==> src/design/uart_pkg.sv <==
`default_nettype none

package uart_pkg;

	localparam int DEF_DATA_WIDTH     = 8;  // data bits per frame
	localparam int DEF_CLOCKS_PER_BIT = 8;  // clk cycles per serial bit
	localparam int DEF_FIFO_DEPTH     = 4;  // rx fifo entries, keep a power of two

	localparam int SYNC_STAGES = 3;  // flops between the pin and the rx fsm

	// parity field of the frame
	typedef enum logic [1:0] {
		PARITY_NONE = 2'd0,  // no parity bit sent
		PARITY_EVEN = 2'd1,  // bit equals xor of the data
		PARITY_ODD  = 2'd2   // bit equals inverted xor of the data
	} parity_mode_t;

	// total bits on the line: start, data, optional parity, one stop
	function automatic int frame_bits(input int data_width, input parity_mode_t parity);
		int bits;
		bits = data_width + 2;  // start and stop
		if (parity != PARITY_NONE) begin
			bits = bits + 1;  // room for the parity bit
		end
		return bits;
	endfunction

	// expected parity bit from the xor of the data bits
	function automatic logic parity_bit(input logic data_xor, input parity_mode_t parity);
		logic bit_val;
		bit_val = data_xor;
		if (parity == PARITY_ODD) begin
			bit_val = ~data_xor;  // odd mode inverts
		end
		return bit_val;
	endfunction

endpackage

`default_nettype wire
==> src/design/uart_top.sv <==
`default_nettype none

module uart_top #(
	parameter int                     DATA_WIDTH     = uart_pkg::DEF_DATA_WIDTH,
	parameter int                     CLOCKS_PER_BIT = uart_pkg::DEF_CLOCKS_PER_BIT,
	parameter uart_pkg::parity_mode_t PARITY         = uart_pkg::PARITY_EVEN,
	parameter int                     FIFO_DEPTH     = uart_pkg::DEF_FIFO_DEPTH
) (
	input  wire                  clk,
	input  wire                  reset,
	input  wire                  i_enable,    // transmit request
	input  wire [DATA_WIDTH-1:0] i_data,      // transmit word
	input  wire                  i_loopback,  // 1 feeds tx back into rx
	input  wire                  i_serial,    // external line into rx
	input  wire                  i_rd,        // pop one received entry
	output wire                  o_busy,
	output wire                  o_serial,    // tx line, also in loopback
	output wire [DATA_WIDTH-1:0] o_rd_data,
	output wire                  o_rd_err,
	output wire                  o_empty,
	output wire                  o_overflow
);

	logic                  tx_serial;    // transmitter line
	logic                  rx_serial;    // receiver line after the mux
	logic                  frame_valid;  // receiver to fifo strobe
	logic [DATA_WIDTH-1:0] frame_data;
	logic                  frame_error;

	assign rx_serial = i_loopback ? tx_serial : i_serial;
	assign o_serial  = tx_serial;

	uart_tx #(
		.DATA_WIDTH     (DATA_WIDTH),
		.CLOCKS_PER_BIT (CLOCKS_PER_BIT),
		.PARITY         (PARITY)
	) u_tx (
		.clk      (clk),
		.reset    (reset),
		.i_enable (i_enable),
		.i_data   (i_data),
		.o_busy   (o_busy),
		.o_serial (tx_serial)
	);

	uart_rx #(
		.DATA_WIDTH     (DATA_WIDTH),
		.CLOCKS_PER_BIT (CLOCKS_PER_BIT),
		.PARITY         (PARITY)
	) u_rx (
		.clk           (clk),
		.reset         (reset),
		.i_serial      (rx_serial),
		.o_frame_valid (frame_valid),
		.o_frame_data  (frame_data),
		.o_frame_error (frame_error)
	);

	rx_fifo #(
		.DATA_WIDTH (DATA_WIDTH),
		.FIFO_DEPTH (FIFO_DEPTH)
	) u_fifo (
		.clk        (clk),
		.reset      (reset),
		.i_wr       (frame_valid),
		.i_wr_data  (frame_data),
		.i_wr_err   (frame_error),
		.i_rd       (i_rd),
		.o_rd_data  (o_rd_data),
		.o_rd_err   (o_rd_err),
		.o_empty    (o_empty),
		.o_overflow (o_overflow)
	);

endmodule

`default_nettype wire

==> src/design/rx_fifo.sv <==
`default_nettype none

module rx_fifo #(
	parameter int DATA_WIDTH = uart_pkg::DEF_DATA_WIDTH,
	parameter int FIFO_DEPTH = uart_pkg::DEF_FIFO_DEPTH
) (
	input  wire                   clk,
	input  wire                   reset,
	input  wire                   i_wr,        // frame strobe from the receiver
	input  wire  [DATA_WIDTH-1:0] i_wr_data,
	input  wire                   i_wr_err,
	input  wire                   i_rd,        // consumer pops the head
	output logic [DATA_WIDTH-1:0] o_rd_data,   // head word, valid while not empty
	output logic                  o_rd_err,
	output logic                  o_empty,
	output logic                  o_overflow   // sticky until reset
);

	localparam int PTR_W = $clog2(FIFO_DEPTH);

	logic [DATA_WIDTH:0] mem [FIFO_DEPTH];  // error flag kept above the word
	logic [PTR_W-1:0]    wr_ptr;
	logic [PTR_W-1:0]    rd_ptr;
	logic [PTR_W:0]      count;   // entries held, 0 to FIFO_DEPTH
	logic                full;
	logic                do_rd;
	logic                do_wr;

	assign full    = (count == (PTR_W + 1)'(FIFO_DEPTH));
	assign o_empty = (count == '0);
	assign do_rd   = i_rd && !o_empty;       // pop on empty is ignored
	assign do_wr   = i_wr && (!full || do_rd);  // full plus pop still takes the write

	assign o_rd_data = mem[rd_ptr][DATA_WIDTH-1:0];
	assign o_rd_err  = mem[rd_ptr][DATA_WIDTH];

	always_ff @(posedge clk) begin
		if (do_wr) begin
			mem[wr_ptr] <= {i_wr_err, i_wr_data};
		end
	end

	always_ff @(posedge clk) begin
		if (reset) begin
			wr_ptr     <= '0;
			rd_ptr     <= '0;
			count      <= '0;
			o_overflow <= 1'b0;
		end else begin
			if (do_wr) begin
				wr_ptr <= wr_ptr + 1'b1;  // depth is a power of two, wraps itself
			end
			if (do_rd) begin
				rd_ptr <= rd_ptr + 1'b1;
			end
			if (do_wr && !do_rd) begin
				count <= count + 1'b1;
			end else if (do_rd && !do_wr) begin
				count <= count - 1'b1;
			end
			if (i_wr && !do_wr) begin
				o_overflow <= 1'b1;  // frame lost, nothing pushes back on the receiver
			end
		end
	end

endmodule

`default_nettype wire

==> src/design/uart_rx.sv <==
`default_nettype none

module uart_rx #(
	parameter int                     DATA_WIDTH     = uart_pkg::DEF_DATA_WIDTH,
	parameter int                     CLOCKS_PER_BIT = uart_pkg::DEF_CLOCKS_PER_BIT,
	parameter uart_pkg::parity_mode_t PARITY         = uart_pkg::PARITY_EVEN
) (
	input  wire                   clk,
	input  wire                   reset,
	input  wire                   i_serial,       // asynchronous line
	output logic                  o_frame_valid,  // one cycle, mid stop bit
	output logic [DATA_WIDTH-1:0] o_frame_data,
	output logic                  o_frame_error   // parity mismatch or low stop bit
);

	import uart_pkg::*;

	localparam int IDX_W = (DATA_WIDTH > 2) ? $clog2(DATA_WIDTH) : 1;

	typedef enum logic [2:0] {
		ST_IDLE,    // waiting for a falling edge
		ST_START,   // confirming the start bit
		ST_DATA,    // shifting in data bits
		ST_PARITY,  // checking parity
		ST_STOP     // checking stop, frame ends here
	} rx_state_t;

	rx_state_t              state;
	logic [SYNC_STAGES-1:0] sync_q;      // bit 0 is the first flop
	logic                   line;        // synchronized line
	logic                   line_q;      // line one cycle back, for edge detect
	logic                   start_edge;  // high to low while idle
	logic                   mid_bit;     // sampling tick
	logic [DATA_WIDTH-1:0]  data_q;      // assembled word, lsb arrives first
	logic [IDX_W-1:0]       bit_idx;     // data bit being sampled
	logic                   par_err;     // sticky for the current frame
	logic                   last_data;

	assign line       = sync_q[SYNC_STAGES-1];
	assign start_edge = (state == ST_IDLE) && line_q && !line;
	assign last_data  = (bit_idx == IDX_W'(DATA_WIDTH - 1));

	// frame handed out at the stop sample, no extra register stage
	assign o_frame_valid = (state == ST_STOP) && mid_bit;
	assign o_frame_data  = data_q;
	assign o_frame_error = par_err || !line;  // line holds the stop bit here

	baud_tick_gen #(
		.CLOCKS_PER_BIT (CLOCKS_PER_BIT)
	) u_ticks (
		.clk       (clk),
		.reset     (reset),
		.i_restart (start_edge),  // align sampling to the start bit
		.o_bit_end (),            // bit boundaries are not needed here
		.o_mid_bit (mid_bit)
	);

	always_ff @(posedge clk) begin
		if (reset) begin
			sync_q <= '1;  // idle level, no false start after reset
			line_q <= 1'b1;
		end else begin
			sync_q <= {sync_q[SYNC_STAGES-2:0], i_serial};
			line_q <= line;
		end
	end

	always_ff @(posedge clk) begin
		if (reset) begin
			state   <= ST_IDLE;
			bit_idx <= '0;
			par_err <= 1'b0;
		end else begin
			case (state)
				ST_IDLE: begin
					if (start_edge) begin
						state <= ST_START;
					end
				end
				ST_START: begin
					if (mid_bit) begin
						if (line) begin
							state <= ST_IDLE;  // glitch, no frame reported
						end else begin
							state   <= ST_DATA;
							bit_idx <= '0;
							par_err <= 1'b0;
						end
					end
				end
				ST_DATA: begin
					if (mid_bit) begin
						bit_idx <= bit_idx + 1'b1;
						if (last_data) begin
							state <= (PARITY == PARITY_NONE) ? ST_STOP : ST_PARITY;
						end
					end
				end
				ST_PARITY: begin
					if (mid_bit) begin
						par_err <= (line != parity_bit(^data_q, PARITY));
						state   <= ST_STOP;
					end
				end
				ST_STOP: begin
					if (mid_bit) begin
						state <= ST_IDLE;  // next falling edge starts a new frame
					end
				end
				default: state <= ST_IDLE;
			endcase
		end
	end

	always_ff @(posedge clk) begin
		if ((state == ST_DATA) && mid_bit) begin
			data_q <= {line, data_q[DATA_WIDTH-1:1]};  // lsb first, shifts down
		end
	end

endmodule

`default_nettype wire

==> src/design/uart_tx.sv <==
`default_nettype none

module uart_tx #(
	parameter int                     DATA_WIDTH     = uart_pkg::DEF_DATA_WIDTH,
	parameter int                     CLOCKS_PER_BIT = uart_pkg::DEF_CLOCKS_PER_BIT,
	parameter uart_pkg::parity_mode_t PARITY         = uart_pkg::PARITY_EVEN
) (
	input  wire                  clk,
	input  wire                  reset,
	input  wire                  i_enable,  // start request, looked at only while idle
	input  wire [DATA_WIDTH-1:0] i_data,    // word, captured with the request
	output logic                 o_busy,    // frame in progress
	output logic                 o_serial   // line, high when idle
);

	import uart_pkg::*;

	localparam int FRAME_BITS = frame_bits(DATA_WIDTH, PARITY);
	localparam int CNT_W      = $clog2(FRAME_BITS);

	logic [FRAME_BITS-1:0] frame_word;  // next frame, lsb goes out first
	logic [FRAME_BITS-1:0] shift_q;     // bit 0 drives the line
	logic [CNT_W-1:0]      bit_cnt;     // bits finished in this frame
	logic                  accept;      // request taken at this edge
	logic                  bit_end;     // current bit has run its full period
	logic                  last_bit;

	assign accept   = i_enable && !o_busy;
	assign last_bit = (bit_cnt == CNT_W'(FRAME_BITS - 1));  // stop bit on the line
	assign o_serial = shift_q[0];

	// frame layout from bit 0 upward: start, data lsb first, parity, stop
	always_comb begin
		frame_word               = '1;    // stop bit and idle level
		frame_word[0]            = 1'b0;  // start
		frame_word[DATA_WIDTH:1] = i_data;
		if (PARITY != PARITY_NONE) begin
			frame_word[DATA_WIDTH+1] = parity_bit(^i_data, PARITY);
		end
	end

	// bit timing restarts with every accepted frame
	baud_tick_gen #(
		.CLOCKS_PER_BIT (CLOCKS_PER_BIT)
	) u_ticks (
		.clk       (clk),
		.reset     (reset),
		.i_restart (accept),
		.o_bit_end (bit_end),
		.o_mid_bit ()  // only the receiver samples mid-bit
	);

	always_ff @(posedge clk) begin
		if (reset) begin
			o_busy  <= 1'b0;
			bit_cnt <= '0;
			shift_q <= '1;  // line idles high out of reset
		end else if (!o_busy) begin
			if (accept) begin
				o_busy  <= 1'b1;        // high together with the start bit
				shift_q <= frame_word;  // data is safe to change after this
				bit_cnt <= '0;
			end
		end else if (bit_end) begin
			shift_q <= {1'b1, shift_q[FRAME_BITS-1:1]};  // ones fill in behind the stop bit
			if (last_bit) begin
				o_busy  <= 1'b0;  // stop bit done, line stays high
				bit_cnt <= '0;
			end else begin
				bit_cnt <= bit_cnt + 1'b1;
			end
		end
	end

endmodule

`default_nettype wire

==> src/design/baud_tick_gen.sv <==
`default_nettype none

module baud_tick_gen #(
	parameter int CLOCKS_PER_BIT = uart_pkg::DEF_CLOCKS_PER_BIT
) (
	input  wire  clk,
	input  wire  reset,
	input  wire  i_restart,  // realign the bit period to this edge
	output logic o_bit_end,  // last cycle of the bit period
	output logic o_mid_bit   // sampling point of the bit period
);

	localparam int CNT_W = (CLOCKS_PER_BIT > 2) ? $clog2(CLOCKS_PER_BIT) : 1;

	logic [CNT_W-1:0] cnt;  // position inside the current bit

	assign o_bit_end = (cnt == CNT_W'(CLOCKS_PER_BIT - 1));
	assign o_mid_bit = (cnt == CNT_W'(CLOCKS_PER_BIT / 2));

	always_ff @(posedge clk) begin
		if (reset || i_restart) begin
			cnt <= '0;  // count 0 is the first cycle of a bit
		end else if (o_bit_end) begin
			cnt <= '0;  // wrap, also for non power of two periods
		end else begin
			cnt <= cnt + 1'b1;
		end
	end

endmodule

`default_nettype wire

==> config.mk <==
export PLATFORM = sky130hd
export DESIGN_NAME = uart_top
export DESIGN_NICKNAME = d
export VERILOG_FILES = /design/src/design/uart_pkg.sv /design/src/design/uart_top.sv /design/src/design/rx_fifo.sv /design/src/design/uart_rx.sv /design/src/design/uart_tx.sv /design/src/design/baud_tick_gen.sv
export SDC_FILE = /design/constraint.sdc
export NUM_CORES = 1
export LEC_CHECK = 0
export BUFFER_PORTS_ARGS = -buffer_cell sky130_fd_sc_hd__buf_2
export CORE_MARGIN = 3
export CORE_UTILIZATION = 59
export CTS_CLUSTER_SIZE = 8
export DETAILED_ROUTE_END_ITERATION = 10
export PLACE_DENSITY = 0.78
export RECOVER_POWER = 25
export SLEW_MARGIN = 15
export SYNTH_ARGS = -nofsm -noshare
export SYNTH_HDL_FRONTEND = slang
export SYNTH_SLANG_ARGS = --single-unit
==> constraint.sdc <==
create_clock -name clk -period 3.1 [get_ports clk]
set_clock_uncertainty 0.1 [all_clocks]
set_input_delay 0.465 -clock clk [delete_from_list [all_inputs] [get_ports clk]]
set_output_delay 0.465 -clock clk [all_outputs]
set_load 0.02 [all_outputs]
==> flow_metrics.tcl, run 1 <==
set metrics [dict create \
    p_per_area_mw_per_mm2 581 \
    crit_start "u_rx.u_ticks.cnt[0]" \
    status "finished, final reports clean" \
    critPathSlowestCell "fa_1" \
    worst_slew_pin_slew_ps 629 \
    cts_resized 0 \
    first_pass_iters 4 \
    hp-class "input port to flop" \
    drv_cap 0 \
    ys_async_sr_fraction_pct 0 \
    critPathBufInv 2 \
    syn_inst 277 \
    cts_root_buffer "clkbuf_8" \
    seq_area_frac_synth_pct 60.2 \
    synth_nets 306 \
    critPathRequiredTime_ps 3270 \
    gp_congestion 0.779 \
    clk_latency_ps 350 \
    antenna_found_initial 0 \
    fill_cells 403 \
    portBuffers 26 \
    cts_sinks 86 \
    ant_nets 0 \
    chipWidth_um 84 \
    grt_pass1_vias 2004 \
    crit_chain "inv_1, ha_1, nand2_1, nor3_4, ha_1, inv_1, fa_1, xor2_1, or3_1, a21oi_1" \
    p_leak_nw 1.46 \
    r2r-start "u_rx.u_ticks.cnt[0]" \
    diodes 0 \
    grt_max_degree 39 \
    grt_pass1_wl_um 9350 \
    worstReg2RegEnd "u_fifo.count[2]" \
    drc 0 \
    synth_ff_type "edfxtp_1" \
    yosys_warnings 0 \
    cts_buffers 9 \
    critPathMaxStageDelay_ps 430 \
    yosysTopAreaCell "edfxtp_1" \
    fin_crit_ps 2560 \
    irDropWorstVdd_mv 0.320 \
    rows 27 \
    clkTransAtPathRegs_ps 80 \
    crit_path_end "u_fifo.count[2]" \
    wl_um 5310 \
    vias_per_cell 5.37 \
    crit_family "adder cells" \
    syn_to_final_growth_pct 10.7 \
    reg2reg_depth 10 \
    coreArea_mm2 0.00571 \
    clock_path_buffers 2 \
    grt_setup_unrepaired "false" \
    slew_violations 0 \
    overflow 0 \
    wl_per_cell_um 13.9 \
    vias 2056 \
    crit_cells 10 \
    ys_ff_latch 86 \
    drtIter0Drc 88 \
    syn_avg_cell_area_um2 13.0 \
    cts_tree "done" \
    hold_violations 0 \
    cts_hold_buf 0 \
    initial_core_util_pct 62.9 \
    setup_viol 0 \
    drive_gt1_share_pct 19.6 \
    worstSetupEndpointType "flop" \
    criticalPathCategory "flop to flop" \
    post_cts_buffers 0 \
    r2r_slack_ps 540 \
    fmaxAchievable_mhz 390 \
    synth_edf_count 44 \
    grt_use_total_pct 16.7 \
    dieArea_mm2 0.00706 \
    worstPathArrival_ps 2730 \
    synth_area_leaders "edfxtp_1, dfxtp_1, mux4_2" \
    cts_htree_levels 3 \
    die_h_um 84 \
    yosysUniqueCellTypes 41 \
    io_pins 27 \
    finalSetupTns_ps 0 \
    fin_nets 335 \
    dp_hpwl_um 3590 \
    relSlewSlack_pct 58.1 \
    crit_path_start_kind "flop" \
    cp_max_fo 7 \
    period_share_pct 82.7 \
    power_w 0.00231 \
    synth_top_area_share_pct 36.8 \
    syn_area_mm2 0.00359 \
]
stage by stage:
step | cell area (um^2) | utilization, % | setup WS, ps | instances | hold slack, ps
global placement | 3780 | 66.2 | 621 | 367 | 291
detailed placement | 3780 | 66.2 | 537 | 367 | 298
CTS | 3980 | 69.6 | 512 | 383 | 231
global route | 3980 | 69.6 | 284 | 383 | 245
finish | 3980 | 69.6 | 538 | 383 | 241
floorplan | 3590 | - | 565 | 277 | 289
sequential cells by signal, summed over array words and instances (netlist names), named ones only:
register,count
u_fifo.mem,36
u_tx.shift_q,10
u_rx.o_frame_data,8
u_tx.bit_cnt,4
u_fifo.count,3
u_rx.bit_idx,3
u_rx.state,3
u_rx.sync_q,3
u_rx.u_ticks.cnt,3
u_tx.u_ticks.cnt,3
u_fifo.rd_ptr,2
u_fifo.wr_ptr,2
u_fifo.o_overflow,1
u_rx.line_q,1
u_rx.par_err,1
u_tx.o_busy,1
how the worst min path moves through the flow:
stage	to	slack, ps	from	cells after the start
final	u_rx.sync_q[0]	240	i_loopback	2
after global routing	u_rx.sync_q[0]	250	i_loopback	2
after CTS	u_rx.sync_q[0]	230	i_loopback	2
after detailed placement	u_rx.sync_q[2]	300	u_rx.sync_q[1]	1
after global placement	u_rx.sync_q[2]	290	u_rx.sync_q[1]	1
after floorplan	u_rx.sync_q[1]	290	u_rx.sync_q[0]	1
where the power goes:
part | leakage [nW] | internal [W] | switching [W]
registers | 0.739 | 0.00123 | 0.0000460
clock network | 0.0913 | 0.000346 | 0.000392
logic | 0.631 | 0.000147 | 0.000155
layout by cell type, fill, tap and decap left out, types with 3 or more instances in the layout:
cell type,instances
nand2b_1,12
or2_2,3
inv_1,9
xnor2_1,12
nor2_1,26
dfxtp_1,42
clkbuf_8,9
nor2b_1,3
o21ai_1,10
nor3_1,6
edfxtp_1,44
or3_1,3
o21ai_0,3
buf_2,26
ha_1,14
mux2i_1,13
nand2_1,17
and2_1,7
xor2_1,5
a21oi_1,7
mux4_2,9
routing by layer:
layer	global-route usage, %	vias up	share of wire [%]
li1	-	1043	-
met1	21.4	969	47
met2	27.4	35	48
met3	3.06	9	3.6
met4	7.89	0	1.4
met5	0	-	0
cell families (layout without fill, tap and decap cells):
kind of cell	Yosys count	count (layout)	synth area share [%]
and+or+nand+nor	86	86	12.8
AOI/OAI and AO/OA	30	30	4.91
DFF	86	86	60.2
adders and majority gates	15	15	5.44
xor gates and xnor gates	19	19	5.23
muxes	22	22	9.27
buffers and inverters	19	53	2.16
cells in the mapped netlist (4+ instances only):
cell      number
xor2_1         5
and2_1         7
mux4_2         9
inv_1          9
mux2i_1       13
nor3_1         6
nand2_1       17
ha_1          14
edfxtp_1      44
dfxtp_1       42
buf_2          5
nor2_1        26
nand2b_1      12
clkbuf_1       4
o21ai_1       10
a21oi_1        7
xnor2_1       12
cell type report:
cell class / count / area (um^2) / area share, %
sequential: 86 / 2160 / 54.4
multi-input combinational: 172 / 1350 / 34.0
clock buffer: 11 / 153 / 3.84
timing repair buffer: 28 / 145 / 3.65
tap: 72 / 90.1 / 2.27
clock inverter: 5 / 41.3 / 1.04
inverter: 9 / 33.8 / 0.850
No activity file was read; power rests on OpenSTA's default activity.
==> run 2: changes to the inputs <==
--- a/config.mk
+++ b/config.mk
@@ -7,10 +7,10 @@
 export LEC_CHECK = 0
 export BUFFER_PORTS_ARGS = -buffer_cell sky130_fd_sc_hd__buf_2
 export CORE_MARGIN = 3
-export CORE_UTILIZATION = 59
+export CORE_UTILIZATION = 53
 export CTS_CLUSTER_SIZE = 8
 export DETAILED_ROUTE_END_ITERATION = 10
-export PLACE_DENSITY = 0.78
+export PLACE_DENSITY = 0.74
 export RECOVER_POWER = 25
 export SLEW_MARGIN = 15
 export SYNTH_ARGS = -nofsm -noshare
==> constraint.sdc (replaced) <==
create_clock -name clk -period 2.17 [get_ports clk]
set_clock_uncertainty 0.1 [all_clocks]
set_input_delay 0.3255 -clock clk [delete_from_list [all_inputs] [get_ports clk]]
set_output_delay 0.3255 -clock clk [all_outputs]
set_load 0.02 [all_outputs]
==> run 2 against run 1 <==
Worst hold slack got worse by 150 ps; largest power group unchanged; critical path depth did not move; combinational power rose by 60%; worst setup slack got worse by 470 ps; critical path type unchanged; total power rose by 53%; critical endpoint unchanged; cell area rose by 3.8%; non-clock buffer count rose by 9; highest routed layer unchanged; sequential share of layout area fell by 1.9 points; largest cell class unchanged.
==> flow_metrics.tcl, run 2 (synthesized netlist as in run 1, its figures left out) <==
set metrics [dict create \
    hold_depth 2 \
    first_pass_iters 4 \
    finalSetupTns_ps 0 \
    r2r-start "u_rx.u_ticks.cnt[0]" \
    status "finished, final reports clean" \
    drc 0 \
    coreArea_mm2 0.00646 \
    drtIter0Drc 128 \
    relSlewSlack_pct 56.7 \
    cts_root_buffer "clkbuf_8" \
    dp_hpwl_um 3590 \
    fmaxAchievable_mhz 475 \
    initial_core_util_pct 55.6 \
    wl_um 5370 \
    period_share_pct 97.1 \
    largest_reg_flops 36 \
    worstReg2RegEnd "u_fifo.count[2]" \
    rows 29 \
    fin_crit_ps 2110 \
    grt_max_degree 39 \
    overflow 0 \
    vias_per_cell 5.21 \
    portBuffers 26 \
    gp_congestion 0.799 \
    clkTransAtPathRegs_ps 90 \
    grt_pass1_wl_um 9140 \
    setup_viol 0 \
    die_h_um 88.3 \
    vias 2069 \
    criticalPathCategory "flop to flop" \
    fin_nets 344 \
    worstSetupEndpointType "flop" \
    crit_path_start_kind "flop" \
    slew_violations 0 \
    largest-register "u_fifo.mem" \
    power_switching_w 0.000884 \
    diodes 0 \
    grt_setup_unrepaired "true" \
    pwr-share-clk_pct 35.0 \
    cts_hold_buf 0 \
    hp-class "input port to flop" \
    switching_share_pct 24.9 \
    grt_pass1_vias 1991 \
    cts_tree "done" \
    hold_violations 0 \
    worstPathArrival_ps 2290 \
    p_per_area_mw_per_mm2 858 \
    final_cell_area_mm2 0.00413 \
    combPwrFrac_pct 13.7 \
    cts_buffers 9 \
    intPower_w 0.00266 \
    drive_gt1_share_pct 26.6 \
    dieArea_mm2 0.00780 \
    reg2reg_depth 10 \
    drv_cap 0 \
    io_pins 27 \
    final_common_cell "edfxtp_1" \
    wl_per_cell_um 13.5 \
    cp_max_fo 3 \
    pwr-share-seq_pct 51.4 \
    crit_start "u_rx.u_ticks.cnt[0]" \
    r2r_slack_ps 60 \
    worst_slew_pin_slew_ps 649 \
    clk_latency_ps 350 \
    placed_cell_area_mm2 0.00386 \
    clock_path_buffers 2 \
    syn_to_final_growth_pct 15.0 \
    cts_sinks 86 \
    grt_use_total_pct 15.4 \
    irDropWorstVdd_mv 0.666 \
    crit_path_end "u_fifo.count[2]" \
    final_cell_mix "edfxtp_1, dfxtp_1, nor2_1, buf_2, nand2_1" \
    critPathRequiredTime_ps 2350 \
    chipWidth_um 88.3 \
    antenna_found_initial 0 \
    ant_nets 0 \
    p_leak_nw 1.54 \
    cts_htree_levels 3 \
]
[run 2: worst min path at each step]
stage | from | to | slack, ps
after CTS | i_loopback | u_rx.sync_q[0] | 70
after global routing | i_loopback | u_rx.sync_q[0] | 90
final | i_loopback | u_rx.sync_q[0] | 90
after global placement | u_rx.sync_q[0] | u_rx.sync_q[1] | 300
after floorplan | u_rx.sync_q[0] | u_rx.sync_q[1] | 290
after detailed placement | u_rx.sync_q[0] | u_rx.sync_q[1] | 300
[run 2: layout make-up]
type,instances,area (um^2)
Tap cell,77,96.3
Clock buffer,9,124
Clock inverter,7,103
Multi-Input combinational cell,172,1390
Inverter,9,33.8
Sequential cell,86,2170
Fill cell,517,2330
Timing Repair Buffer,37,213
[run 2: worst max-delay path, cell delays in order, from the launching register on]
cell     delay (ps)
dfxtp_2         330
inv_2            60
ha_4            140
nand2_4          60
nor3_4          170
ha_2            220
inv_2            40
fa_2            350
xor2_1          150
or3_1           320
a21oi_2         120
[run 2: through the flow]
stage | utilization [%] | setup WS, ps | power [W] | std cells | hold WS (ps)
floorplan | - | 11.9 | 0.00222 | 277 | 289
global placement | 59.8 | 87.0 | 0.00232 | 378 | 296
detailed placement | 59.8 | 35.3 | 0.00233 | 378 | 299
CTS | 63.3 | 26.9 | 0.00357 | 394 | 71.3
global route | 63.9 | -46.4 | 0.00371 | 397 | 85.3
finish | 63.9 | 64.0 | 0.00354 | 397 | 92.2
[run 2: what timing repair did]
| item | 4_1_cts | 5_1_grt |
|---|---|---|
| gates resized for setup | 0 | 7 |
| endpoints found under the setup margin | 0 | 1 |
| buffers inserted | 0 | 3 |
[run 2: power by group through the flow]
stage	logic [W]	registers, W	clock network (W)
floorplan	0.000376	0.00184	0
global placement	0.000470	0.00185	0
detailed placement	0.000476	0.00185	0
CTS	0.000477	0.00182	0.00128
global route	0.000540	0.00183	0.00134
finish	0.000484	0.00182	0.00124
[run 2: metal layers]
metal  GRT usage [%]  share of wire, %  up-vias  wire, um
met1            19.2                46      974      2480
met3            5.87               3.7       11       198
met4            6.32               1.7        0        89
met2            24.3                48       30      2600
met5               0                 0        -         0
li1                -                 -     1054         -
